$ cat src/rtl/accel_pkg.sv
package accel_pkg;

  // **************************************************
  // sizes
  // **************************************************

  // scratch memory word address, 256 words
  localparam int mem_addr_w = 8;
  localparam int mem_words = 1 << mem_addr_w;
  localparam int data_w = 32;
  // request queue depth, kept a power of two
  localparam int req_depth = 4;
  localparam int ptr_w = $clog2(req_depth);
  localparam int cnt_w = $clog2(req_depth + 1);
  // operand pair count width
  localparam int len_w = 8;

  // **************************************************
  // host register map
  // **************************************************

  // wishbone word address, top bit opens the memory window
  localparam int adr_w = 9;
  localparam int win_bit = 8;

  localparam logic [mem_addr_w-1:0] reg_ctrl = 8'd0;
  localparam logic [mem_addr_w-1:0] reg_len = 8'd1;
  localparam logic [mem_addr_w-1:0] reg_a_base = 8'd2;
  localparam logic [mem_addr_w-1:0] reg_b_base = 8'd3;
  localparam logic [mem_addr_w-1:0] reg_dst = 8'd4;
  localparam logic [mem_addr_w-1:0] reg_start_lo = 8'd5;
  localparam logic [mem_addr_w-1:0] reg_start_hi = 8'd6;
  localparam logic [mem_addr_w-1:0] reg_end_lo = 8'd7;
  localparam logic [mem_addr_w-1:0] reg_end_hi = 8'd8;

  // ctrl bits, start on write, busy and done on read
  localparam int ctrl_start_bit = 0;
  localparam int ctrl_busy_bit = 0;
  localparam int ctrl_done_bit = 1;

  // **************************************************
  // bus types
  // **************************************************

  typedef struct packed {
    logic                  we;
    logic [mem_addr_w-1:0] addr;
    logic [data_w-1:0]     wdata;
  } mem_req_t;

  typedef struct packed {
    logic              is_write;
    logic [data_w-1:0] rdata;
  } mem_resp_t;

  typedef struct packed {
    logic                  en;
    logic                  we;
    logic [mem_addr_w-1:0] addr;
    logic [data_w-1:0]     wdata;
  } host_mem_t;

  typedef struct packed {
    logic [len_w-1:0]      len;
    logic [mem_addr_w-1:0] a_base;
    logic [mem_addr_w-1:0] b_base;
    logic [mem_addr_w-1:0] dst;
  } run_cfg_t;

  // driver run states
  typedef enum logic [1:0] {
    st_idle,
    st_start,
    st_await_done
  } drv_state_e;

endpackage

$ cat src/rtl/dot_engine.sv
`timescale 1ns/1ps

module dot_engine
  import accel_pkg::*;
(
  input  logic      clk,
  input  logic      rst,
  input  logic      start,
  input  run_cfg_t  cfg,
  input  logic      full,
  input  logic      resp_valid,
  input  mem_resp_t resp,
  output logic      req_valid,
  output mem_req_t  req,
  output logic      done
);

  run_cfg_t              cfg_q;
  logic                  busy;
  logic                  wr_sent;
  logic [len_w:0]        total;
  logic [len_w:0]        issue_cnt;
  logic [len_w:0]        resp_cnt;
  logic [data_w-1:0]     a_hold;
  logic [data_w-1:0]     acc;
  logic                  reads_left;
  logic                  sum_ready;
  logic                  push;
  logic                  rd_resp;
  logic [mem_addr_w-1:0] pair_idx;

  // **************************************************
  // request issue
  // **************************************************

  // two reads per operand pair
  assign total = {cfg_q.len, 1'b0};
  assign reads_left = (issue_cnt != total);
  // sum is final once every read response is in
  assign sum_ready = !reads_left && (resp_cnt == total) && !wr_sent;
  // pair index, even reads go to a, odd to b
  assign pair_idx = mem_addr_w'(issue_cnt[len_w:1]);
  assign push = req_valid & ~full;
  assign rd_resp = resp_valid & ~resp.is_write;

  // request built from counters only, so it holds while full
  always_comb begin
    req_valid = busy && (reads_left || sum_ready);
    req.we = !reads_left;
    if (reads_left) begin
      req.addr = issue_cnt[0] ? cfg_q.b_base + pair_idx : cfg_q.a_base + pair_idx;
      req.wdata = '0;
    end else begin
      req.addr = cfg_q.dst;
      req.wdata = acc;
    end
  end

  // **************************************************
  // run control
  // **************************************************

  always_ff @(posedge clk) begin
    if (rst) begin
      busy <= 1'b0;
      wr_sent <= 1'b0;
      issue_cnt <= '0;
      resp_cnt <= '0;
      done <= 1'b0;
    end else begin
      done <= 1'b0;
      if (start) begin
        busy <= 1'b1;
        wr_sent <= 1'b0;
        issue_cnt <= '0;
        resp_cnt <= '0;
      end else if (busy) begin
        // count accepted reads
        if (push && reads_left) begin
          issue_cnt <= issue_cnt + 1'b1;
        end
        // result write left in the queue
        if (push && !reads_left) begin
          wr_sent <= 1'b1;
        end
        if (rd_resp) begin
          resp_cnt <= resp_cnt + 1'b1;
        end
        // write ack closes the run
        if (resp_valid && resp.is_write) begin
          busy <= 1'b0;
          done <= 1'b1;
        end
      end
    end
  end

  // **************************************************
  // multiply accumulate
  // **************************************************

  // cfg snapshot for the run
  always_ff @(posedge clk) begin
    if (start) begin
      cfg_q <= cfg;
    end
  end

  // responses come back in order, a then b
  always_ff @(posedge clk) begin
    if (start) begin
      acc <= '0;
    end else if (rd_resp) begin
      if (!resp_cnt[0]) begin
        a_hold <= resp.rdata;
      end else begin
        // low word of the product, wrapping sum
        acc <= acc + a_hold * resp.rdata;
      end
    end
  end

endmodule

$ cat config.mk
export PLATFORM = sky130hd
export DESIGN_NAME = dot_engine
export DESIGN_NICKNAME = d
export VERILOG_FILES = /design/src/rtl/accel_pkg.sv /design/src/rtl/dot_engine.sv
export SDC_FILE = /design/constraint.sdc
export NUM_CORES = 1
export LEC_CHECK = 0
export BUFFER_PORTS_ARGS = -buffer_cell sky130_fd_sc_hd__buf_2
export CAP_MARGIN = 20
export CORE_UTILIZATION = 25
export DETAILED_ROUTE_END_ITERATION = 16
export HOLD_SLACK_MARGIN = 0.05
export PLACE_DENSITY = 0.44
export RECOVER_POWER = 25
export SLEW_MARGIN = 20
export SYNTH_ARGS = -nofsm -noshare
export SYNTH_HDL_FRONTEND = slang
export SYNTH_SLANG_ARGS = --single-unit
$ cat constraint.sdc
create_clock -name clk -period 10.3 [get_ports clk]
set_input_delay 0.515 -clock clk [delete_from_list [all_inputs] [get_ports clk]]
set_output_delay 0.515 -clock clk [all_outputs]
set_load 0.05 [all_outputs]
==> metrics.cfg <==
[cts]
cts_hold_buf=0
cts_tree=built
cts.clk_slew.worst_paths_ns=0.06
cts_buffers=17
cts_root_buf=clkbuf_16
ctsResizeCount=0
clock_sinks=117
cts_setup_buffers=0
clk_latency_ns=0.47
h-tree-depth=4
clock_path_buffers=2

[setup_path]
crit_start=resp[10]
r2r_start=a_hold[9]$_DFFE_PP_
endpoint_kind=flip-flop
crit_type=input pin to flip-flop
crit_arrival_ns=8.36
cp_data_required_time_ns=10.66
worst-path-max-fanout=23
startpoint_type=input pin

[floorplan]
std_cell_rows=107
dieArea_sq_um=87200
die_h_um=295
start_util_pct=25.2
core_area_sq_um=85100
die_x_um=295
io_pins=113

[cells_and_area]
fin_cells=3510
final_cell_mix=inv_1, fa_1, and2_1
drive_gt1_share_pct=6.78
fill_cells=9176
fin_area_sq_um=23800
area_growth_pct=10.8
nets=2989
layout_commonest_cell=inv_1

[detailed_routing]
drtPass1Iterations=4
vias_per_cell=4.26
dr_wl_met3_um=3200
top_layer_used=met5
wire_per_inst_um=18.0
wl_met2_um=29400
drc=0
finalWirelength_um=63000
drt-initial-drc-count=724
ant_nets=0
wl_met1_um=29500
num_vias=15000

[min_path]
holdCritPathClass=input pin to flip-flop
hold_start=rst

[timing]
skew_ns=0.0119
maxSlewViolCount=49
rsz0062_at_grt=false
setup-violations-final=0
finalWorstSetupSlack_ns=2.30
post-route-period-util_pct=77.7
setup_tns_ns=0
slew_headroom_pct=-7.00
worst_slew_pin_slew_ns=1.60
finalHoldViolCount=0
layout_min_cycle_time_ns=8.00
fmax_ghz=0.125

[global_routing]
grt_first_pass_wirelength_um=100000
overflow=0
grt_pass1_vias=16900
grt_use_total_pct=15.3
antenna_found_initial=13
grt_max_degree=68

[logic_synthesis]
synthCells=2306
syn-cell-area_sq_um=21500
ys_types=50
avgSynthCellArea_sq_um=9.32
synth_nets=2948
async_reset_ff_share_pct=0
ys_warn_count=0
synth_ff_type=edfxtp_1
ys_seq_elements=117
synth_edf_count=64
synth_seq_area_share_pct=13.9

[placement]
dpl_worst_slack_ns=2.28
numPortBuffers=112
place.gp.congestion=0.837
post-dp-hpwl_um=49700
placed_area_sq_um=23200
dp.cells=3472

[outcome]
outcome=finished, violations left
violations=max-capacitance violations, max-slew violations

[job]
cap_violations=4

## cells by family after synthesis
kind of cell | Yosys count | share of synthesized area [%]
multiplexers | 11 | 0.553
AO/OA/AOI/OAI | 125 | 3.83
buffers and inverters | 633 | 11.1
AND/OR/NAND/NOR | 724 | 17.0
flip-flops | 117 | 13.9
XOR/XNOR | 124 | 5.05
adder cells (fa/ha/maj) | 572 | 48.6
## metrics by stage
step | hold WS, ns | util (%)
2_1_floorplan | 0.438 | -
3_3_place_gp | 0.455 | 27.3
3_5_place_dp | 0.467 | 27.3
4_1_cts | 0.174 | 28.0
5_1_grt | 0.185 | 28.0
6_report | 0.209 | 28.0
## critical path, stage by stage
cell	delay, ns
clkbuf_1	1.13
nand2_1	0.17
fa_1	0.53
fa_1	0.52
fa_1	0.58
fa_1	0.45
fa_1	0.55
inv_1	0.06
fa_1	0.45
fa_1	0.50
inv_1	0.05
fa_1	0.48
inv_1	0.05
ha_1	0.32
and3_1	0.20
a221oi_2	0.35
o21ai_0	0.16
a21o_1	0.17
a31o_2	0.22
a211oi_1	0.36
a21oi_1	0.15
xor2_1	0.17
a22o_1	0.21
## final timing paths
kind                            cells after the start  slack [ns]                   end
worst min register to register                      2        0.47  acc[15]$_SDFFE_PP0P_
worst max-delay path                               23        2.30  acc[30]$_SDFFE_PP0P_
worst min-delay path                                2        0.21       busy$_SDFF_PP0_
worst max register to register                     23        2.38  acc[30]$_SDFFE_PP0P_
## cell type report
| class | count | area [sq um] | area share, % |
|---|---|---|---|
| Multi-Input combinational cell | 1556 | 16100 | 67.8 |
| Sequential cell | 117 | 2980 | 12.5 |
| Inverter | 524 | 1970 | 8.25 |
| Tap cell | 1144 | 1430 | 6.01 |
| Timing Repair Buffer | 131 | 673 | 2.83 |
| Clock buffer | 17 | 425 | 1.79 |
| Clock inverter | 15 | 184 | 0.772 |
| Antenna cell | 6 | 15.0 | 0.0630 |
## metal layers
metal | GRT usage (%) | vias to the layer above
met5 | 0 | -
met4 | 3.29 | 10
met3 | 3.11 | 63
met2 | 24.7 | 312
met1 | 21.0 | 7727
li1 | - | 6841
## flip-flops by register name, summed over array words and instances, names as in the netlist
name       flops
a_hold        32
acc           32
cfg_q         32
issue_cnt      9
resp_cnt       9
busy           1
done           1
wr_sent        1
## cell usage after synthesis, types with 2 or more instances
| cell | count | area share (%) |
|---|---|---|
| a211oi_1 | 8 | 0.28 |
| a21o_1 | 18 | 0.63 |
| a21oi_1 | 52 | 1.2 |
| a221oi_2 | 2 | 0.14 |
| a22o_1 | 3 | 0.12 |
| and2_1 | 326 | 9.5 |
| and3_1 | 10 | 0.29 |
| and4_1 | 2 | 0.081 |
| clkbuf_1 | 107 | 1.9 |
| dfxtp_1 | 53 | 4.9 |
| edfxtp_1 | 64 | 8.9 |
| fa_1 | 439 | 41 |
| ha_1 | 133 | 7.7 |
| inv_1 | 524 | 9.1 |
| mux2_2 | 7 | 0.37 |
| mux2i_1 | 4 | 0.19 |
| nand2_1 | 304 | 5.3 |
| nand2b_1 | 5 | 0.15 |
| nand3_1 | 17 | 0.40 |
| nand4_1 | 5 | 0.15 |
| nor2_1 | 41 | 0.72 |
| nor2b_1 | 2 | 0.058 |
| nor3_1 | 2 | 0.047 |
| nor4_1 | 2 | 0.058 |
| o21a_1 | 2 | 0.070 |
| o21ai_0 | 17 | 0.40 |
| o21bai_1 | 6 | 0.21 |
| o31ai_1 | 5 | 0.17 |
| or2_2 | 2 | 0.058 |
| or3_1 | 2 | 0.058 |
| xnor2_1 | 85 | 3.5 |
| xor2_1 | 39 | 1.6 |
Power is left out: the tool's default activity adds up to more than one toggle a clock period on the data nets, which glitch-free logic cannot reach.
