$ cat src/rtl/accel_pkg.sv
package accel_pkg;

  // **************************************************
  // sizes
  // **************************************************

  // scratch memory word address, 256 words
  localparam int mem_addr_w = 8;
  localparam int mem_words = 1 << mem_addr_w;
  localparam int data_w = 32;
  // request queue depth, kept a power of two
  localparam int req_depth = 4;
  localparam int ptr_w = $clog2(req_depth);
  localparam int cnt_w = $clog2(req_depth + 1);
  // operand pair count width
  localparam int len_w = 8;

  // **************************************************
  // host register map
  // **************************************************

  // wishbone word address, top bit opens the memory window
  localparam int adr_w = 9;
  localparam int win_bit = 8;

  localparam logic [mem_addr_w-1:0] reg_ctrl = 8'd0;
  localparam logic [mem_addr_w-1:0] reg_len = 8'd1;
  localparam logic [mem_addr_w-1:0] reg_a_base = 8'd2;
  localparam logic [mem_addr_w-1:0] reg_b_base = 8'd3;
  localparam logic [mem_addr_w-1:0] reg_dst = 8'd4;
  localparam logic [mem_addr_w-1:0] reg_start_lo = 8'd5;
  localparam logic [mem_addr_w-1:0] reg_start_hi = 8'd6;
  localparam logic [mem_addr_w-1:0] reg_end_lo = 8'd7;
  localparam logic [mem_addr_w-1:0] reg_end_hi = 8'd8;

  // ctrl bits, start on write, busy and done on read
  localparam int ctrl_start_bit = 0;
  localparam int ctrl_busy_bit = 0;
  localparam int ctrl_done_bit = 1;

  // **************************************************
  // bus types
  // **************************************************

  typedef struct packed {
    logic                  we;
    logic [mem_addr_w-1:0] addr;
    logic [data_w-1:0]     wdata;
  } mem_req_t;

  typedef struct packed {
    logic              is_write;
    logic [data_w-1:0] rdata;
  } mem_resp_t;

  typedef struct packed {
    logic                  en;
    logic                  we;
    logic [mem_addr_w-1:0] addr;
    logic [data_w-1:0]     wdata;
  } host_mem_t;

  typedef struct packed {
    logic [len_w-1:0]      len;
    logic [mem_addr_w-1:0] a_base;
    logic [mem_addr_w-1:0] b_base;
    logic [mem_addr_w-1:0] dst;
  } run_cfg_t;

  // driver run states
  typedef enum logic [1:0] {
    st_idle,
    st_start,
    st_await_done
  } drv_state_e;

endpackage

$ cat src/rtl/mem_req_fifo.sv
`timescale 1ns/1ps

module mem_req_fifo
  import accel_pkg::*;
(
  input  logic     clk,
  input  logic     rst,
  input  logic     push,
  input  mem_req_t din,
  input  logic     pop,
  output mem_req_t head,
  output logic     full,
  output logic     empty
);

  mem_req_t         slots [req_depth];
  logic [ptr_w-1:0] wr_ptr;
  logic [ptr_w-1:0] rd_ptr;
  logic [cnt_w-1:0] count;
  logic             do_push;
  logic             do_pop;

  // flow control from occupancy
  assign full = (count == cnt_w'(req_depth));
  assign empty = (count == '0);
  assign do_push = push & ~full;
  assign do_pop = pop & ~empty;
  // oldest entry always on the head
  assign head = slots[rd_ptr];

  // payload storage
  always_ff @(posedge clk) begin
    if (do_push) begin
      slots[wr_ptr] <= din;
    end
  end

  // pointers wrap on their own, depth is a power of two
  always_ff @(posedge clk) begin
    if (rst) begin
      wr_ptr <= '0;
      rd_ptr <= '0;
      count <= '0;
    end else begin
      if (do_push) begin
        wr_ptr <= wr_ptr + 1'b1;
      end
      if (do_pop) begin
        rd_ptr <= rd_ptr + 1'b1;
      end
      // push and pop together leave the count alone
      case ({do_push, do_pop})
        2'b10: count <= count + 1'b1;
        2'b01: count <= count - 1'b1;
        default: count <= count;
      endcase
    end
  end

endmodule

$ cat config.mk
export PLATFORM = sky130hd
export DESIGN_NAME = mem_req_fifo
export DESIGN_NICKNAME = d
export VERILOG_FILES = /design/src/rtl/accel_pkg.sv /design/src/rtl/mem_req_fifo.sv
export SDC_FILE = /design/constraint.sdc
export NUM_CORES = 1
export LEC_CHECK = 0
export BUFFER_PORTS_ARGS = -buffer_cell sky130_fd_sc_hd__buf_2
export CAP_MARGIN = 20
export CELL_PAD_IN_SITES_DETAIL_PLACEMENT = 0
export CELL_PAD_IN_SITES_GLOBAL_PLACEMENT = 1
export CORE_MARGIN = 2
export CORE_UTILIZATION = 50
export CTS_BUF_LIST = sky130_fd_sc_hd__clkbuf_8 sky130_fd_sc_hd__clkbuf_16
export DETAILED_ROUTE_END_ITERATION = 6
export PLACE_DENSITY = 0.88
export SLEW_MARGIN = 5
export SYNTH_ARGS = -nofsm -noshare
export SYNTH_HDL_FRONTEND = slang
export SYNTH_SLANG_ARGS = --single-unit
$ cat constraint.sdc
create_clock -name clk -period 2.7 [get_ports clk]
set_input_delay 0.135 -clock clk [delete_from_list [all_inputs] [get_ports clk]]
set_output_delay 0.135 -clock clk [all_outputs]
set_load 0.005 [all_outputs]
==> key figures, run 1 <==
Run status
  • Status: finished, final reports clean

Clock network
  • Clock Root Buffer: clkbuf_16
  • Post-CTS setup buffer count: 0
  • Clk slew on worst S/H paths: 60 ps
  • CTS tree: yes
  • CTS Buffer Depth: 2
  • H-tree depth: 4
  • Post-CTS Hold Fix Bufs: 42
  • Resized cells post-CTS: 0
  • TritonCTS buffer count: 17
  • Clock Latency Late Sink: 420 ps
  • CTS Sinks: 173

STA
  • Final setup vio count: 0
  • Peak Freq: 461 MHz
  • Worst slew pin tran: 617 ps
  • Layout Skew: 2.74 ps
  • Max-slew violation count: 0
  • Tmin final: 2170 ps
  • Post-route setup TNS: 0 ps
  • RSZ-0062 raised after global routing: no
  • Hold WS: 91.1 ps
  • Final Hold Viols: 0
  • Final period util: 0.804
  • Rel. slew slack: 0.589

Cells and area
  • Area of the multi-input gates: 1210 um^2
  • Antenna Diode Count: 0
  • FF+latch area: 5110 um^2
  • Final Non-Filler Cells: 597
  • Layout Area Growth over Synthesis: 26.0%
  • Fill cell count: 868
  • Fin util: 0.644
  • Final nets: 463
  • Layout cell share with drive strength beyond 1: 0.400

Critical path
  • Crit path kind: register to register
  • Startpoint types: register
  • Critical path's slowest cell: dfxtp_1
  • Worst EP arrival: 2520 ps
  • Sum of buffers and inverters on the critical path: 2
  • Cell Chain, Critical Path: nor3b_2, nor2_2, inv_1, ha_1, inv_1, fa_1, xor2_1, or3_1, a21oi_1
  • WP data required: 3050 ps
  • Crit-path max FO: 6
  • Worst path top cell family by delay: simple AND/OR/NAND/NOR gates
  • Max incr delay on CP: 410 ps
  • Element type at the critical path end: register
  • Most frequent cell on the critical path: inv_1

Worst hold path
  • Hold crit path type: input port to register

Routing
  • Initial drt markers: 197
  • Routed WL: 11.3 mm
  • Final antenna-violating net count: 0
  • Vias per inst: 5.20
  • Post-route DRC: 0
  • DR WL/cell: 18.9 um
  • Detailed Routing Iterations Pass 1: 4
  • Vias: 3104

Yosys
  • EDFF count, synth: 164
  • Seq/Total Area, Yosys: 0.791
  • Synth cell count leaders: 164 x edfxtp_1, 40 x mux4_2, 9 x dfxtp_1
  • Post-synth top flop: edfxtp_1
  • Seq cells post-synth: 173
  • Mapped Nets: 320
  • Synth top area cells: edfxtp_1 76%, mux4_2 14%, dfxtp_1 2.8%
  • Mapped Avg Cell Area: 24.0 um^2
  • Distinct cell type count after synthesis: 24
  • Synth top area share: 0.763
  • Post-Syn Area: 6450 um^2
  • Asr flop ratio synth: 0
  • Top-count cell post-synth: edfxtp_1
  • Yosys top cell by area: edfxtp_1
  • Synth Instances: 269
  • Yosys warnings: 0

Floorplan
  • Core Rows: 41
  • Overall die height: 118 um
  • # IOs: 88
  • Core area: 12600 um^2
  • Die area: 13800 um^2
  • Die Wd: 118 um
  • Initial Utilization: 0.512

Place
  • Detail Placement HPWL: 6.11 mm
  • GP Congestion: 0.698
  • IO buf count: 87
  • DP Cell Count: 523

Global routing
  • GRT met1 Usage: 0.210
  • Initial antenna violation count: 0
  • Global Route met3 Usage: 0.0475
  • GRT Total Usage: 0.175
  • Largest net degree at the start of global routing: 42
  • First-pass GRT wire length: 17.8 mm
  • Vias in the first global route: 3267
  • Global route overflow: 0
  • Met2 GRT Util: 0.296
  • Grt peak-use layer: met2

Pwr
  • LEAKAGE: 2.80 nW
  • Power per cell area: 896 nW/um^2
  • Max IR drop VDD: 0.000478 V

Job
  • Max_cap viols: 0
[worst paths after layout]
check	slack, ps	depth (start not counted)	from	to
worst max-delay path	530	9	count[2]$_SDFFE_PP0P_	count[2]$_SDFFE_PP0P_
worst min-delay path	90	4	pop	rd_ptr[0]$_SDFFE_PP0P_
worst max register to register	530	9	count[2]$_SDFFE_PP0P_	count[2]$_SDFFE_PP0P_
worst min register to register	490	2	rd_ptr[1]$_SDFFE_PP0P_	register
[cells in the final DEF, fill, tap and decap left out]
master         netlist  final
buf_12               4      5
inv_1                8     10
bufinv_16            0      4
edfxtp_1           164    164
nand2_1              1      1
clkinv_4             0      1
buf_4                0      1
fa_1                 1      1
mux2i_1              1      1
nor2_2               1      1
dfxtp_1              9      7
clkinvlp_4           0      3
dfxtp_4              0      1
or3_1                3      3
xor2_1               3      3
dfxtp_2              0      1
clkinv_2             0      2
buf_2                4     87
clkinv_1             0      3
and2_2               0      4
clkbuf_16            0     17
mux4_1               1      1
mux4_2              40     40
o21ai_0              3      3
nor3_2               1      1
nor3b_2              1      1
dlygate4sd3_1        0     42
nand2b_1             2      2
a21oi_1              4      4
o31ai_2              1      1
ha_1                 5      5
nor2_1               5      5
[area by class of cell]
| type | count | share of cell area |
|---|---|---|
| multi-input combinational | 77 | 0.148 |
| sequential | 173 | 0.629 |
| clock buffer | 17 | 0.0523 |
| clock inverter | 15 | 0.0222 |
| tap | 172 | 0.0265 |
| timing repair buffer | 135 | 0.118 |
| inverter | 8 | 0.00369 |
[routing by layer]
| metal | routed length (um) | up-vias |
|---|---|---|
| met1 | 4570 | 1600 |
| met4 | 211 | 0 |
| met3 | 507 | 20 |
| met2 | 6030 | 80 |
| met5 | 0 | - |
| li1 | - | 1404 |
[kinds of logic after synthesis]
kind of cell	after synthesis	share of synthesized area
AOI/OAI and AO/OA	8	0.00736
and+or+nand+nor	18	0.0167
adders and majority gates	6	0.0128
xor gates and xnor gates	3	0.00407
buffers and inverters	19	0.0231
DFF	173	0.791
muxes	42	0.145
[registers in the layout (all words and copies together) (netlist names), named ones only]
| signal | flops |
|---|---|
| rd_ptr | 2 |
| wr_ptr | 2 |
| slots | 164 |
| count | 3 |
[worst reg2reg max path: stages (launching register included)]
cell	delay [ps]
dfxtp_1	410
nor3b_2	310
nor2_2	100
inv_1	70
ha_1	170
inv_1	60
fa_1	380
xor2_1	160
or3_1	310
a21oi_1	140
[report_power, final]
part	total [W]	internal (W)	switching (W)
clock	0.00246	0.00153	0.000932
combinational	0.00144	0.000821	0.000624
sequential	0.00338	0.00321	0.000171
[stage by stage]
stage	area, um^2	total power, W	setup WS [ps]
floorplan	6450	0.00440	589
global placement	7100	0.00484	634
detailed placement	7100	0.00486	538
CTS	8130	0.00736	472
global route	8130	0.00759	366
finish	8130	0.00729	530
(Power assumes the default switching activity.)
==> run 2: changes to the inputs <==
--- a/config.mk
+++ b/config.mk
@@ -10,10 +10,10 @@
 export CELL_PAD_IN_SITES_DETAIL_PLACEMENT = 0
 export CELL_PAD_IN_SITES_GLOBAL_PLACEMENT = 1
 export CORE_MARGIN = 2
-export CORE_UTILIZATION = 50
+export CORE_UTILIZATION = 45
 export CTS_BUF_LIST = sky130_fd_sc_hd__clkbuf_8 sky130_fd_sc_hd__clkbuf_16
 export DETAILED_ROUTE_END_ITERATION = 6
-export PLACE_DENSITY = 0.88
+export PLACE_DENSITY = 0.84
 export SLEW_MARGIN = 5
 export SYNTH_ARGS = -nofsm -noshare
 export SYNTH_HDL_FRONTEND = slang
==> constraint.sdc (replaced) <==
create_clock -name clk -period 1.8 [get_ports clk]
set_input_delay 0.09 -clock clk [delete_from_list [all_inputs] [get_ports clk]]
set_output_delay 0.09 -clock clk [all_outputs]
set_load 0.005 [all_outputs]
==> key figures, run 2 (same netlist as run 1, synthesis figures left out) <==
STA
  • Rel. slew slack: 0.760 (+0.172)
  • Max-slew violation count: 0 (unchanged)
  • Layout Skew: 7.58 ps (+4.84 ps)
  • Tmin final: 1870 ps (-297 ps)
  • Final setup margin: -73.1 ps (-603 ps)
  • Worst slew pin tran: 359 ps (-258 ps)
  • Final setup vio count: 12 (+12)
  • Final period util: 1.04 (+0.237)
  • Peak Freq: 534 MHz (+16%)
  • Final Hold Viols: 0 (unchanged)
  • RSZ-0062 raised after global routing: yes

Clock network
  • Clock Latency Late Sink: 430 ps (about the same)
  • Clock Root Buffer: clkbuf_16
  • CTS Buffer Depth: 2 (unchanged)
  • H-tree depth: 4 (unchanged)
  • TritonCTS buffer count: 17 (unchanged)
  • Clk slew on worst S/H paths: 70 ps (about the same)
  • CTS Sinks: 173 (unchanged)
  • CTS tree: yes

Global routing
  • First-pass GRT wire length: 17.5 mm (-1.7%)
  • Global route overflow: 0 (unchanged)
  • Vias in the first global route: 3343 (+2.3%)
  • Initial antenna violation count: 0 (unchanged)
  • GRT Total Usage: 0.163 (-0.0122)
  • Largest net degree at the start of global routing: 31 (-26%)

Pwr
  • LEAKAGE: 2.92 nW (+4.4%)
  • Power per cell area: 1340 nW/um^2 (+50%)
  • Max IR drop VDD: 0.00103 V (+120%)

Routing
  • Post-route DRC: 0 (unchanged)
  • Detailed Routing Iterations Pass 1: 4 (unchanged)
  • Routed WL: 11.6 mm (+2.3%)
  • Vias per inst: 5.01 (-3.7%)
  • Vias: 3151 (+1.5%)
  • Final antenna-violating net count: 0 (unchanged)
  • Initial drt markers: 266 (+35%)
  • DR WL/cell: 18.4 um (-2.9%)

Cells and area
  • Most flops, register: slots
  • Final Instance Area: 8360 um^2 (+2.8%)
  • Area of the multi-input gates: 1240 um^2 (+3.0%)
  • Commonest cells after routing, fill and taps aside: 164 x edfxtp_1, 85 x buf_2, 44 x dlygate4sd3_1
  • Fill cell count: 1023 (+18%)
  • Antenna Diode Count: 0 (unchanged)
  • Final nets: 487 (+5.2%)
  • Top Registers: slots (164), count (3)
  • Commonest non-fill, non-tap cell in the layout: edfxtp_1
  • Max reg flops: 164 (unchanged)
  • FF+latch area: 5120 um^2 (+0.12%)
  • Layout Area Growth over Synthesis: 29.5%
  • Layout cell share with drive strength beyond 1: 0.463 (+0.0633)

Floorplan
  • Overall die height: 124 um (+5.2%)
  • Die Wd: 124 um (+5.2%)
  • Core area: 13900 um^2 (+10%)
  • # IOs: 88 (unchanged)
  • Initial Utilization: 0.463 (-0.0483)
  • Die area: 15300 um^2 (+11%)
  • Core Rows: 43 (+4.9%)

Place
  • GP Congestion: 0.697 (-0.16%)
  • Detail Placement HPWL: 6.85 mm (+12%)
  • IO buf count: 87 (unchanged)
  • Pre-CTS WS: -116 ps (-654 ps)
  • DP Area: 7220 um^2 (+1.6%)

Critical path
  • Crit path kind: register to register
  • Startpoint types: register
  • WP data required: 2160 ps (-890 ps)
  • Crit-path max FO: 2 (-4)
  • Element type at the critical path end: register
  • Worst EP arrival: 2230 ps (-290 ps)

Run status
  • Failing checks: negative setup slack
  • Status: finished, violations left

Job
  • Max_cap viols: 0 (unchanged)

Worst hold path
  • Hold crit path type: input port to register
-- run 2: cell count changes in the layout (fill, tap and decap cells not counted), moves of 4 or more --
cell / previous run / this run
inv_1: 10 / 5
bufinv_16: 4 / 0
inv_8: 0 / 5
inv_6: 0 / 6
buf_6: 0 / 6
buf_4: 1 / 19
-- run 2: worst max-delay path, stage by stage, from the launching register on --
cell	delay [ps]
dfxtp_4	350
nor3b_4	230
nor2_2	80
inv_2	60
ha_4	130
inv_2	40
fa_2	330
xor2_1	150
or3_1	300
a21oi_1	120
-- run 2: what timing repair did --
action,CTS,global route
resized for setup,7,11
endpoints found under the hold margin,172,6
endpoints found under the setup margin,38,45
hold buffers,43,1
pin swaps,2,2
buffers inserted,6,1
cloned,2,0
-- run 2: area by class of cell --
cell class | count | area share
sequential | 173 | 0.612
timing repair buffer | 159 | 0.141
clock buffer | 17 | 0.0509
tap | 180 | 0.0269
multi-input combinational | 77 | 0.149
inverter | 8 | 0.00359
clock inverter | 15 | 0.0172
-- run 2: per-stage QoR --
step                      total power [W]   util  hold slack, ps  TNS (ps)  cells
after floorplan                   0.00662      -             189      -103    269
after global placement            0.00743  0.518             301     -32.2    546
after detailed placement          0.00749  0.518             310      -160    546
after CTS                          0.0114  0.599           -89.3     -1050    629
after global routing               0.0118  0.600             109     -2310    629
final                              0.0112  0.600            97.3      -276    629
-- run 2: path summary, 6_finish.rpt --
| kind | endpoint | slack [ps] | cells past startpoint | startpoint |
|---|---|---|---|---|
| worst max register to register | count[2]$_SDFFE_PP0P_ | -70 | 9 | count[0]$_SDFFE_PP0P_ |
| worst min-delay path | register | 100 | 4 | pop |
| worst max-delay path | count[2]$_SDFFE_PP0P_ | -70 | 9 | count[0]$_SDFFE_PP0P_ |
| worst min register to register | wr_ptr[1]$_SDFFE_PP0P_ | 530 | 2 | wr_ptr[1]$_SDFFE_PP0P_ |
-- run 2: where the power goes --
part | total [W] | internal (W) | switching, W
clock network | 0.00348 | 0.00185 | 0.00163
logic | 0.00280 | 0.00161 | 0.00119
registers | 0.00495 | 0.00482 | 0.000125
total | 0.0112 | 0.00828 | 0.00295
-- run 2: per-layer routing --
| layer | vias to the layer above | GRT usage | share of wire |
|---|---|---|---|
| li1 | 1451 | - | - |
| met1 | 1620 | 0.204 | 0.43 |
| met2 | 69 | 0.266 | 0.51 |
| met3 | 11 | 0.0577 | 0.049 |
| met4 | 0 | 0.0511 | 0.011 |
| met5 | - | 0 | 0 |
