`src/rtl/accel_pkg.sv`:
```
package accel_pkg;

  // **************************************************
  // sizes
  // **************************************************

  // scratch memory word address, 256 words
  localparam int mem_addr_w = 8;
  localparam int mem_words = 1 << mem_addr_w;
  localparam int data_w = 32;
  // request queue depth, kept a power of two
  localparam int req_depth = 4;
  localparam int ptr_w = $clog2(req_depth);
  localparam int cnt_w = $clog2(req_depth + 1);
  // operand pair count width
  localparam int len_w = 8;

  // **************************************************
  // host register map
  // **************************************************

  // wishbone word address, top bit opens the memory window
  localparam int adr_w = 9;
  localparam int win_bit = 8;

  localparam logic [mem_addr_w-1:0] reg_ctrl = 8'd0;
  localparam logic [mem_addr_w-1:0] reg_len = 8'd1;
  localparam logic [mem_addr_w-1:0] reg_a_base = 8'd2;
  localparam logic [mem_addr_w-1:0] reg_b_base = 8'd3;
  localparam logic [mem_addr_w-1:0] reg_dst = 8'd4;
  localparam logic [mem_addr_w-1:0] reg_start_lo = 8'd5;
  localparam logic [mem_addr_w-1:0] reg_start_hi = 8'd6;
  localparam logic [mem_addr_w-1:0] reg_end_lo = 8'd7;
  localparam logic [mem_addr_w-1:0] reg_end_hi = 8'd8;

  // ctrl bits, start on write, busy and done on read
  localparam int ctrl_start_bit = 0;
  localparam int ctrl_busy_bit = 0;
  localparam int ctrl_done_bit = 1;

  // **************************************************
  // bus types
  // **************************************************

  typedef struct packed {
    logic                  we;
    logic [mem_addr_w-1:0] addr;
    logic [data_w-1:0]     wdata;
  } mem_req_t;

  typedef struct packed {
    logic              is_write;
    logic [data_w-1:0] rdata;
  } mem_resp_t;

  typedef struct packed {
    logic                  en;
    logic                  we;
    logic [mem_addr_w-1:0] addr;
    logic [data_w-1:0]     wdata;
  } host_mem_t;

  typedef struct packed {
    logic [len_w-1:0]      len;
    logic [mem_addr_w-1:0] a_base;
    logic [mem_addr_w-1:0] b_base;
    logic [mem_addr_w-1:0] dst;
  } run_cfg_t;

  // driver run states
  typedef enum logic [1:0] {
    st_idle,
    st_start,
    st_await_done
  } drv_state_e;

endpackage

```
`src/rtl/run_driver.sv`:
```
`timescale 1ns/1ps

module run_driver
  import accel_pkg::*;
(
  input  logic              clk,
  input  logic              rst,
  input  logic              cyc,
  input  logic              stb,
  input  logic              we,
  input  logic [adr_w-1:0]  adr,
  input  logic [data_w-1:0] dat_w,
  input  logic              done,
  input  logic [data_w-1:0] mem_rdata,
  output logic [data_w-1:0] dat_r,
  output logic              ack,
  output logic              start,
  output run_cfg_t          cfg,
  output host_mem_t         host_mem
);

  drv_state_e            state;
  logic [63:0]           cycle_cnt;
  logic [63:0]           start_ts;
  logic [63:0]           end_ts;
  logic                  done_flag;
  logic                  busy;
  logic                  access;
  logic                  reg_acc;
  logic                  reg_wr;
  logic                  start_req;
  logic [mem_addr_w-1:0] reg_adr;
  logic [data_w-1:0]     reg_rdata;
  logic [data_w-1:0]     reg_rdata_q;
  logic                  mem_sel_q;

  // **************************************************
  // wishbone decode
  // **************************************************

  // new access only when no ack is pending
  assign access = cyc & stb & ~ack;
  assign reg_acc = access & ~adr[win_bit];
  assign reg_wr = reg_acc & we;
  assign reg_adr = adr[mem_addr_w-1:0];
  assign busy = (state != st_idle);
  assign start_req = reg_wr && (reg_adr == reg_ctrl) && dat_w[ctrl_start_bit];

  // memory window straight to the host port
  always_comb begin
    host_mem.en = access & adr[win_bit];
    host_mem.we = we;
    host_mem.addr = adr[mem_addr_w-1:0];
    host_mem.wdata = dat_w;
  end

  // single cycle ack, remember which side answers
  always_ff @(posedge clk) begin
    if (rst) begin
      ack <= 1'b0;
      mem_sel_q <= 1'b0;
    end else begin
      ack <= access;
      mem_sel_q <= access & adr[win_bit];
    end
  end

  // register read mux
  always_comb begin
    reg_rdata = '0;
    case (reg_adr)
      reg_ctrl: begin
        reg_rdata[ctrl_busy_bit] = busy;
        reg_rdata[ctrl_done_bit] = done_flag;
      end
      reg_len: reg_rdata = data_w'(cfg.len);
      reg_a_base: reg_rdata = data_w'(cfg.a_base);
      reg_b_base: reg_rdata = data_w'(cfg.b_base);
      reg_dst: reg_rdata = data_w'(cfg.dst);
      reg_start_lo: reg_rdata = start_ts[31:0];
      reg_start_hi: reg_rdata = start_ts[63:32];
      reg_end_lo: reg_rdata = end_ts[31:0];
      reg_end_hi: reg_rdata = end_ts[63:32];
      default: reg_rdata = '0;
    endcase
  end

  // read word held through the ack cycle
  always_ff @(posedge clk) begin
    if (reg_acc) begin
      reg_rdata_q <= reg_rdata;
    end
  end

  // memory word arrives one cycle after the host port request
  assign dat_r = mem_sel_q ? mem_rdata : reg_rdata_q;

  // **************************************************
  // run parameters
  // **************************************************

  // frozen while a run is in flight
  always_ff @(posedge clk) begin
    if (rst) begin
      cfg <= '0;
    end else if (reg_wr && !busy) begin
      case (reg_adr)
        reg_len: cfg.len <= dat_w[len_w-1:0];
        reg_a_base: cfg.a_base <= dat_w[mem_addr_w-1:0];
        reg_b_base: cfg.b_base <= dat_w[mem_addr_w-1:0];
        reg_dst: cfg.dst <= dat_w[mem_addr_w-1:0];
        default: ;
      endcase
    end
  end

  // **************************************************
  // cycle counter and run fsm
  // **************************************************

  // free running timestamp base
  always_ff @(posedge clk) begin
    if (rst) begin
      cycle_cnt <= '0;
    end else begin
      cycle_cnt <= cycle_cnt + 64'd1;
    end
  end

  always_ff @(posedge clk) begin
    if (rst) begin
      state <= st_idle;
      start <= 1'b0;
      done_flag <= 1'b0;
      start_ts <= '0;
      end_ts <= '0;
    end else begin
      // start is a single pulse
      start <= 1'b0;
      case (state)
        st_idle: begin
          // start write while busy never reaches here
          if (start_req) begin
            state <= st_start;
            done_flag <= 1'b0;
          end
        end
        st_start: begin
          start <= 1'b1;
          start_ts <= cycle_cnt;
          state <= st_await_done;
        end
        st_await_done: begin
          if (done) begin
            end_ts <= cycle_cnt;
            done_flag <= 1'b1;
            state <= st_idle;
          end
        end
        default: state <= st_idle;
      endcase
    end
  end

endmodule

```
`config.mk`:
```
export PLATFORM = sky130hd
export DESIGN_NAME = run_driver
export DESIGN_NICKNAME = d
export VERILOG_FILES = /design/src/rtl/accel_pkg.sv /design/src/rtl/run_driver.sv
export SDC_FILE = /design/constraint.sdc
export NUM_CORES = 1
export LEC_CHECK = 0
export BUFFER_PORTS_ARGS = -buffer_cell sky130_fd_sc_hd__buf_4
export CORE_AREA = 2 2 173 175
export CTS_CLUSTER_DIAMETER = 50
export DETAILED_ROUTE_END_ITERATION = 8
export DIE_AREA = 0 0 175 177
export SLEW_MARGIN = 10
export SYNTH_ARGS = -nofsm -noshare
export SYNTH_HDL_FRONTEND = slang
export SYNTH_SLANG_ARGS = --single-unit
```
`constraint.sdc`:
```
create_clock -name clk -period 6.6 [get_ports clk]
set_input_delay 0.33 -clock clk [delete_from_list [all_inputs] [get_ports clk]]
set_output_delay 0.33 -clock clk [all_outputs]
set_load 0.01 [all_outputs]
```
==> key figures, run 1 <==
STA
  • Final setup fails: 0
  • Fmax: roughly 0.35 GHz
  • Least-Margin Pin Slew: between 900 and 1000 ps
  • Slew margin rel.: roughly a third
  • Final Hold Viols: 0
  • Fin. max-slew vios: 0
  • RSZ-0062 raised after global routing: false
  • Hold slack: ~35 ps
  • Final setup TNS: 0 ps
  • Worst clock skew: roughly 16 ps
  • Period utilization: 43.1%
  • Final min period: between 2000 and 3000 ps
  • Setup ws final: 3760 ps

Clock tree
  • Cts repair resizes: 0
  • CTS Hold Bufs: 0
  • CTS tree: done
  • Root buffer cell: clkbuf_16
  • Number of clock sinks: about 260
  • Number of H-tree levels: 1
  • Post-CTS Setup Inserts: 0
  • Worst-skew pair later-pin latency: about 540 ps
  • Clk buf depth: 3
  • CTS buffer count: 28
  • Clk pin slew, worst setup/hold paths: approximately 60 ps

Detailed routing
  • Vias: between 9000 and 10000
  • Pre-Repair DR Iteration Count: 5
  • Vias per cell: between 5 and 6
  • Violation count after the first detailed-route iteration: 778
  • DRC viols: 0
  • Final wirelength: ~30000 um
  • Routed length per instance: about 17 um
  • Post-route ant nets: 0

Placement
  • Final HPWL DP: 20000 um
  • Port Buffers: ~140
  • Gpl congestion: 0.811
  • Pre-CTS setup slack: about 3600 ps

Setup path
  • RR Endpoint: cycle_cnt[61]$_SDFF_PP0_
  • R2r setup slk: ~3800 ps
  • Category of the most critical setup path: register to register
  • R2R Path Start: cycle_cnt[5]$_SDFF_PP0_
  • CP max FO: 11
  • CP arrival: ~3300 ps
  • Crit path to: cycle_cnt[61]$_SDFF_PP0_
  • CP Launch Type: register
  • Critical path origin: cycle_cnt[5]$_SDFF_PP0_
  • FF-to-FF path depth: 5
  • Critical Path End Type: register
  • WP data required: a little over 7000 ps

Power and ir drop
  • Switching share of power: 21.3%
  • Max VDD drop: 0.179 mV
  • Net switching power figure: roughly 0.7 mW
  • Pwr per Cell Area: around 240 nW/um^2
  • Sequential power share: just under 50%
  • Int Pwr: between 2 and 3 mW
  • Combinational power share: under 10%
  • Clock network fraction of total power: a little under half
  • Power Total: around 3.3 mW
  • Leakage power: 4.69 nW

Floorplanning
  • Core box area: 29200 um^2
  • Die X: 175 um
  • # rows: 63
  • Ports: 187
  • Starting Density: approximately 40%
  • Die extent in y: 177 um
  • Die footprint: 31000 um^2

Logic synthesis
  • Cell count after synthesis: 1337
  • Sequential area share after synthesis: between 40% and 50%
  • Synth Warn #: 0
  • Post-synth cell types: 46
  • Syn_nets: approximately 1400
  • Yosys reg bits: approximately 260
  • Ys flop type: dfxtp_1
  • EDFF count, synth: 32
  • Synthesized cell area: 11500 um^2
  • Avg Synthesized Cell Area: 8.60 um^2
  • Synth async-reset ratio: 0%

Cells and area
  • Proportion of layout cells with a drive suffix above 1: between 10% and 20%
  • Layout Area Growth over Synthesis: 16.7%
  • Final net count: about 1500
  • Final core occ: between 40% and 50%
  • Ant diodes: 0

Global route
  • Initial antenna violation count: 0
  • Tot GR Track Use: a little under a fifth
  • Pin count of the biggest net entering global routing: 86
  • First-pass GRT wire length: 47900 um
  • Vias in the first global route: a little under 9000
  • GRT Residual Overflow: 0

Hold path
  • Hold Startpoint: adr[8]
  • Hold Crit Class: input port to register

Run status
  • Status: finished clean

Run
  • Max_cap viols: 0
## logic make-up after synthesis
group                    count (synthesis)  share of synthesized area [%]
flip-flops                             262                           48.4
buffers and inverters                  147                           6.24
multiplexers                            81                           7.72
adder cells (fa/ha/maj)                  1                          0.109
AO/OA/AOI/OAI                          257                           13.5
AND/OR/NAND/NOR                        553                           21.3
XOR/XNOR                                36                           2.74
## cell usage after synthesis (all sizes together), types with 22 or more instances
library cell | instances | area share, %
a21oi | 160 | 7.0
mux2i | 38 | 3.3
or3 | 22 | 1.2
o21ai | 27 | 1.2
mux2 | 41 | 4.0
nand3 | 29 | 1.3
dfxtp | 230 | 40
edfxtp | 32 | 8.4
buf | 60 | 3.4
clkbuf | 81 | 2.6
a22oi | 26 | 1.7
nand4 | 27 | 1.5
nand2 | 295 | 9.6
a221o | 30 | 2.6
nor2 | 121 | 4.0
## worst max-delay path, cell delays in order, from the launching register on
cell,delay [ps]
dfxtp_1,410
nand3_1,400
nor4_2,850
nand4_1,460
or4_1,510
a21oi_1,140
## stage by stage
stage               area (um^2)  instances
CTS                       13400       1791
global placement          12500       1739
detailed placement        12500       1739
finish                    13400       1791
global route              13400       1791
floorplan                 11500       1337
## placed cells by master (no fill, tap or decap), drive strengths merged, types with 5 or more instances in the layout
master / count
a21oi: 160
edfxtp: 32
o21ai: 27
a22oi: 26
dfxtp: 230
a22o: 8
mux2: 41
xor2: 21
nand3: 29
clkbuf: 42
nor2: 121
nor4: 11
nand2: 295
xnor2: 15
or4: 7
buf: 153
and4: 5
or3: 22
nor3: 12
mux2i: 38
a221o: 30
inv: 7
clkinv: 8
nor2b: 6
nand4: 27
## flip-flops by register name, summed over array words and instances (netlist names)
signal / flops
cycle_cnt: 64
end_ts: 64
ack: 1
start: 1
mem_sel_q: 1
state: 2
done_flag: 1
reg_rdata_q: 32
start_ts: 64
cfg: 32
## layout make-up
cell class / count / area (um^2)
Fill cell: 2837 / 15800
Sequential cell: 262 / 5570
Multi-Input combinational cell: 928 / 5270
Timing Repair Buffer: 153 / 1150
Clock buffer: 42 / 835
Tap cell: 390 / 488
Clock inverter: 10 / 75.1
Inverter: 6 / 22.5
## how the worst min path moves through the flow
stage                           endpoint  slack, ps  depth (start not counted)
5_1_grt             mem_sel_q$_SDFF_PP0_         50                          2
6_report            mem_sel_q$_SDFF_PP0_         30                          2
3_5_place_dp   start_ts[23]$_SDFFE_PP0P_        450                          2
3_3_place_gp   start_ts[62]$_SDFFE_PP0P_        440                          2
4_1_cts             mem_sel_q$_SDFF_PP0_         20                          2
2_1_floorplan     end_ts[0]$_SDFFE_PP0P_        430                          2
## metal layers
metal	GRT usage, %	up-vias	part of all wire, %
li1	-	4670	-
met1	28.7	4484	49
met2	29.1	240	44
met3	2.88	24	6.1
met4	3.78	0	0.97
met5	0	-	0
## power by group through the flow
stage	clock network, mW	registers (mW)	logic [mW]
final	1.53	1.62	0.118
after global routing	1.62	1.62	0.127
after CTS	1.57	1.62	0.119
after detailed placement	0	1.66	0.119
after global placement	0	1.66	0.118
after floorplan	0	1.65	0.0783
Power figures use the tool's default switching activity.
==> inputs of run 2 (changes only) <==
- clock period: 6.6 -> 2.7 ns (I/O delays scaled with it)
==> key figures, run 2 (synthesis gave the netlist of run 1 again) <==
Power and ir drop
  • Max VDD drop: 0.402 mV (was 0.179 mV)
  • Switching share of power: 21.5% (was 21.3%)
  • Int Pwr: 6.40 mW (was 2.58 mW)
  • Leakage power: 4.86 nW (was 4.69 nW)
  • Combinational power share: 3.8% (was 3.6%)
  • Clock network fraction of total power: 47.6% (was 46.8%)
  • Net switching power figure: 1.75 mW (was 0.695 mW)
  • Pwr per Cell Area: 592 nW/um^2 (was 244 nW/um^2)
  • Sequential power share: 48.6% (was 49.5%)
  • Power Total: 8.15 mW (was 3.27 mW)

Floorplanning
  • Die X: 175 um (unchanged)
  • Die extent in y: 177 um (unchanged)
  • Core box area: 29200 um^2 (unchanged)
  • Ports: 187 (unchanged)
  • Die footprint: 31000 um^2 (unchanged)
  • # rows: 63 (unchanged)
  • Starting Density: 39.3% (unchanged)

Clock tree
  • Number of H-tree levels: 1 (unchanged)
  • CTS buffer count: 27 (was 28)
  • Number of clock sinks: 262 (unchanged)
  • Worst-skew pair later-pin latency: 530 ps (was 540 ps)
  • Post-CTS Setup Inserts: 0 (unchanged)
  • Root buffer cell: clkbuf_16 (unchanged)
  • Clk buf depth: 3 (unchanged)
  • CTS tree: done (unchanged)
  • Clk pin slew, worst setup/hold paths: 60 ps (about the same)

Detailed routing
  • Post-route ant nets: 0 (unchanged)
  • Vias: 9624 (was 9418)
  • Final wirelength: 30800 um (was 30400 um)
  • Violation count after the first detailed-route iteration: 756 (was 778)
  • Vias per cell: 5.28 (was 5.26)
  • DRC viols: 0 (unchanged)
  • Routed length per instance: 16.9 um (was 17.0 um)
  • Pre-Repair DR Iteration Count: 5 (unchanged)

STA
  • Slew margin rel.: 44.7% (was 35.0%)
  • Worst clock skew: 9.82 ps (was 16.2 ps)
  • Final Hold Viols: 0 (unchanged)
  • Period utilization: 90.1% (was 43.1%)
  • Fin. max-slew vios: 0 (unchanged)
  • Least-Margin Pin Slew: 829 ps (was 973 ps)
  • Fmax: 0.411 GHz (was 0.352 GHz)
  • Final setup fails: 0 (unchanged)
  • RSZ-0062 raised after global routing: false (unchanged)
  • Final min period: 2430 ps (was 2840 ps)

Setup path
  • Category of the most critical setup path: register to register (unchanged)
  • R2r setup slk: 270 ps (was 3760 ps)
  • WP data required: 3160 ps (was 7060 ps)
  • Critical Path Slowest Stage Cell: or4_4 (was nor4_2)
  • CP arrival: 2900 ps (was 3310 ps)
  • CP Launch Type: register (unchanged)
  • Crit-path cells: ha_1 > nand3_2 > or4_4 > or3_4 > or3_1 > a21oi_1 (was nand3_1 > nor4_2 > nand4_1 > or4_1 > a21oi_1)
  • CP max FO: 7 (was 11)
  • Critical Path End Type: register (unchanged)
  • Crit path largest cell delay: 600 ps (was 850 ps)

Placement
  • Gpl congestion: 0.798 (was 0.811)
  • Area of placed instances: 12700 um^2 (was 12500 um^2)
  • Port Buffers: 138 (unchanged)
  • Final HPWL DP: 20300 um (was 20000 um)

Run status
  • Status: finished clean (unchanged)

Global route
  • Pin count of the biggest net entering global routing: 105 (was 86)
  • Initial antenna violation count: 0 (unchanged)
  • Tot GR Track Use: 19.5% (was 19.1%)
  • First-pass GRT wire length: 49000 um (was 47900 um)
  • GRT Residual Overflow: 0 (unchanged)
  • Vias in the first global route: 8922 (was 8729)

Cells and area
  • Proportion of layout cells with a drive suffix above 1: 19.7% (was 18.2%)
  • Fin area: 13800 um^2 (was 13400 um^2)
  • Commonest non-fill, non-tap cell in the layout: nand2_1 (unchanged)
  • Largest registers: cycle_cnt: 64 flops, end_ts: 64 flops, start_ts: 64 flops (unchanged)
  • Most frequent cells in the layout: nand2_1, dfxtp_1, buf_4 (was nand2_1, dfxtp_1, a21oi_1)
  • Final net count: 1493 (was 1459)
  • Layout Area Growth over Synthesis: 19.8% (was 16.7%)
  • Ant diodes: 0 (unchanged)

Hold path
  • Hold Crit Class: input port to register (unchanged)

Run
  • Max_cap viols: 0 (unchanged)
==> run 2: final cells by class <==
class | instances | area (um^2)
flip-flops and latches | 262 | 5570
clock buffers | 37 | 773
multi-input cells | 928 | 5270
inverters | 6 | 22.5
clock inverters | 13 | 164
repair buffers | 188 | 1500
fillers | 2764 | 15500
well taps | 390 | 488
==> run 2: final timing paths <==
check / startpoint / to / cells after the start
worst max-delay path: cycle_cnt[0]$_SDFF_PP0_ / cycle_cnt[50]$_SDFF_PP0_ / 6
worst min-delay path: adr[1] / reg_rdata_q[0]$_DFFE_PN_ / 2
worst max register to register: cycle_cnt[0]$_SDFF_PP0_ / cycle_cnt[50]$_SDFF_PP0_ / 6
worst min register to register: end_ts[0]$_SDFFE_PP0P_ / end_ts[0]$_SDFFE_PP0P_ / 2
==> run 2: metal layers <==
layer / routed length (um) / part of all wire [%] / up-vias / track usage, %
met5: 0 / 0 / - / 0
met4: 340 / 1.1 / 0 / 3.72
met3: 1970 / 6.4 / 32 / 3.18
met2: 13700 / 44 / 285 / 30.2
met1: 14800 / 48 / 4575 / 28.7
li1: - / - / 4732 / -
==> run 2: repair_timing <==
action                     in CTS  in global routing
gates resized for setup         0                  1
hold endpoints to repair       36                  0
setup endpoints to repair       0                  1
hold buffers                   12                  0
==> run 2: stage by stage <==
stage          TNS, ps  std cells  hold slack, ps  utilization [%]  setup slack [ps]
6_report             0       1824             112             47.1               268
3_5_place_dp         0       1762             270             43.5               212
2_1_floorplan     -827       1337             257                -             -36.3
3_3_place_gp         0       1762             270             43.5               274
5_1_grt              0       1824             148             47.1              98.6
4_1_cts              0       1824             107             47.1               191
==> run 2: power groups by stage <==
stage | logic [mW] | registers, mW | clock network [mW]
6_report | 0.312 | 3.96 | 3.88
4_1_cts | 0.312 | 3.96 | 3.95
5_1_grt | 0.332 | 3.96 | 4.11
3_3_place_gp | 0.295 | 4.05 | 0
2_1_floorplan | 0.193 | 4.04 | 0
3_5_place_dp | 0.298 | 4.05 | 0
==> run 2: critical path: cells and delay by family, from the launching register on <==
family | cells | cell delay [ps]
and+or+nand+nor | 4 | 1560
DFF | 1 | 420
adders and majority gates | 1 | 230
AOI/OAI and AO/OA | 1 | 150
==> inputs of run 3 (changes only) <==
- CELL_PAD_IN_SITES_DETAIL_PLACEMENT: default -> 2
- CELL_PAD_IN_SITES_GLOBAL_PLACEMENT: default -> 2
- CORE_AREA: 2 2 173 175 -> 2 2 187 189
- CTS_CLUSTER_DIAMETER: 50 -> 120
- DIE_AREA: 0 0 175 177 -> 0 0 189 191
- PLACE_DENSITY_LB_ADDON: default -> 0.1
==> key figures, run 3 (synthesis gave the netlist of run 1 again) <==
Run status
  • Status: finished clean (unchanged)

STA
  • RSZ-0062 raised after global routing: false (unchanged)
  • Worst clock skew: 10.5 ps (was 9.82 ps)
  • Final Hold Viols: 0 (unchanged)
  • Fin. max-slew vios: 0 (unchanged)
  • Slew margin rel.: 46.1% (was 44.7%)
  • Least-Margin Pin Slew: 809 ps (was 829 ps)
  • Period utilization: 89.5% (was 90.1%)
  • Hold slack: 30.3 ps (was 112 ps)
  • Final min period: 2420 ps (was 2430 ps)
  • Setup ws final: 284 ps (was 268 ps)
  • Fmax: 0.414 GHz (was 0.411 GHz)
  • Final setup fails: 0 (unchanged)

Setup path
  • Category of the most critical setup path: register to register (unchanged)
  • FF-to-FF path depth: 7 (was 6)
  • R2R Path Start: cycle_cnt[0]$_SDFF_PP0_ (unchanged)
  • Critical Path End Type: register (unchanged)
  • CP max FO: 7 (unchanged)
  • CP Launch Type: register (unchanged)
  • Critical path origin: cycle_cnt[0]$_SDFF_PP0_ (unchanged)
  • WP data required: 3130 ps (was 3160 ps)
  • CP arrival: 2850 ps (was 2900 ps)
  • R2r setup slk: 280 ps (was 270 ps)
  • RR Endpoint: cycle_cnt[36]$_SDFF_PP0_ (was cycle_cnt[50]$_SDFF_PP0_)

Global route
  • GRT Residual Overflow: 0 (unchanged)
  • First-pass GRT wire length: 62300 um (was 49000 um)
  • Pin count of the biggest net entering global routing: 65 (was 105)
  • Met2 global-route usage: 37.5% (was 30.2%)
  • Initial antenna violation count: 0 (unchanged)
  • M1 GR Usage: 29.0% (was 28.7%)
  • Tot GR Track Use: 21.7% (was 19.5%)
  • Vias in the first global route: 10800 (was 8922)
  • Most Crowded Layer GR: met2 (unchanged)
  • Met3 Use GR: 2.79% (was 3.18%)

Placement
  • Gpl congestion: 0.801 (was 0.798)
  • Final HPWL DP: 27000 um (was 20300 um)
  • Pre-CTS setup slack: 288 ps (was 212 ps)
  • Port Buffers: 138 (unchanged)

Run
  • Max_cap viols: 0 (unchanged)

Power and ir drop
  • Max VDD drop: 0.465 mV (was 0.402 mV)
  • Leakage power: 4.98 nW (was 4.86 nW)
  • Pwr per Cell Area: 593 nW/um^2 (was 592 nW/um^2)

Cells and area
  • Largest registers: cycle_cnt: 64 flops, end_ts: 64 flops, start_ts: 64 flops (unchanged)
  • Most frequent cells in the layout: nand2_1, dfxtp_1, buf_4 (unchanged)
  • Reg area: 5570 um^2 (about the same)
  • Layout Area Growth over Synthesis: 22.0% (was 19.8%)
  • Proportion of layout cells with a drive suffix above 1: 20.4% (was 19.7%)
  • Area occupied by multi-input gates: 5260 um^2 (was 5270 um^2)
  • Ant diodes: 0 (unchanged)
  • Commonest non-fill, non-tap cell in the layout: nand2_1 (unchanged)
  • Fillcell total: 3792 (was 2764)
  • Final net count: 1513 (was 1493)

Hold path
  • Worst hold stages: 2 (unchanged)
  • Hold Startpoint: rst (was adr[1])
  • Worst hold endpoint: cycle_cnt[18]$_SDFF_PP0_ (was reg_rdata_q[0]$_DFFE_PN_)
  • Hold Crit Class: input port to register (unchanged)

Floorplanning
  • Die X: 189 um (was 175 um)
  • # rows: 68 (was 63)
  • Ports: 187 (unchanged)
  • Core box area: 34100 um^2 (was 29200 um^2)
  • Die footprint: 36100 um^2 (was 31000 um^2)
  • Starting Density: 33.7% (was 39.3%)
  • Die extent in y: 191 um (was 177 um)

Clock tree
  • CTS Hold Bufs: 13 (was 12)
  • CTS buffer count: 30 (was 27)
  • Post-CTS Setup Inserts: 0 (unchanged)
  • Cts repair resizes: 0 (unchanged)
  • Number of clock sinks: 262 (unchanged)
  • Clk buf depth: 3 (unchanged)
  • Number of H-tree levels: 1 (unchanged)
  • Clk pin slew, worst setup/hold paths: 60 ps (about the same)
  • CTS tree: done (unchanged)
  • Root buffer cell: clkbuf_16 (unchanged)
  • Worst-skew pair later-pin latency: 550 ps (was 530 ps)

Detailed routing
  • Post-route ant nets: 0 (unchanged)
  • Pre-Repair DR Iteration Count: 4 (was 5)
  • Vias per cell: 5.25 (was 5.28)
  • Final wirelength: 39500 um (was 30800 um)
  • Routed length per instance: 20.7 um (was 16.9 um)
  • Violation count after the first detailed-route iteration: 504 (was 756)
  • DRC viols: 0 (unchanged)
  • Vias: 10000 (was 9624)
## run 3: cell types whose count changed in the layout (fill, tap and decap cells not counted), sizes merged
cell,change
dlygate4sd3,+1
clkinv,+6
inv,-4
buf,+16
bufinv,-2
clkinvlp,-3
clkbuf,+8
## run 3: cell type report
class | count | area share (%)
clock inverter | 10 | 0.508
tap | 455 | 4.06
clock buffer | 45 | 6.41
inverter | 6 | 0.161
sequential | 262 | 39.7
multi-input combinational | 928 | 37.5
timing repair buffer | 205 | 11.7
## run 3: where the power goes
part	leakage [nW]	total, mW	internal (mW)	switching, mW
sequential	2.16	3.97	3.95	0.0137
clock	0.482	4.02	2.38	1.64
combinational	2.34	0.338	0.150	0.188
## run 3: through the flow
| stage | TNS (ps) | cells | power (mW) | util, % | cell area (um^2) |
|---|---|---|---|---|---|
| 2_1_floorplan | -827 | 1337 | 4.24 | - | 11500 |
| 3_5_place_dp | 0 | 1843 | 4.38 | 37.9 | 12900 |
| 6_report | 0 | 1911 | 8.32 | 41.1 | 14000 |
| 4_1_cts | 0 | 1911 | 8.42 | 41.1 | 14000 |
| 5_1_grt | 0 | 1911 | 8.64 | 41.1 | 14000 |
| 3_3_place_gp | 0 | 1843 | 4.37 | 37.9 | 12900 |
## run 3: how the worst max path moves through the flow
stage                               end  slack [ps]
4_1_cts        cycle_cnt[36]$_SDFF_PP0_         260
3_3_place_gp   cycle_cnt[36]$_SDFF_PP0_         360
6_report       cycle_cnt[36]$_SDFF_PP0_         280
2_1_floorplan       cfg[0]$_SDFFE_PP0P_         -40
3_5_place_dp   cycle_cnt[36]$_SDFF_PP0_         290
5_1_grt        cycle_cnt[36]$_SDFF_PP0_         120
## run 3: per-layer routing
| metal | vias up | share of wire (%) |
|---|---|---|
| met5 | - | 0 |
| met1 | 5023 | 46 |
| met4 | 0 | 1.5 |
| met3 | 44 | 5.2 |
| li1 | 4778 | - |
| met2 | 181 | 48 |
## run 3: worst max-delay path: stages, from the launching register on
cell	delay (ps)
dfxtp_1	430
ha_1	240
nand3_2	90
or4_1	580
buf_4	200
or4_1	530
xor2_1	160
nor2_1	60
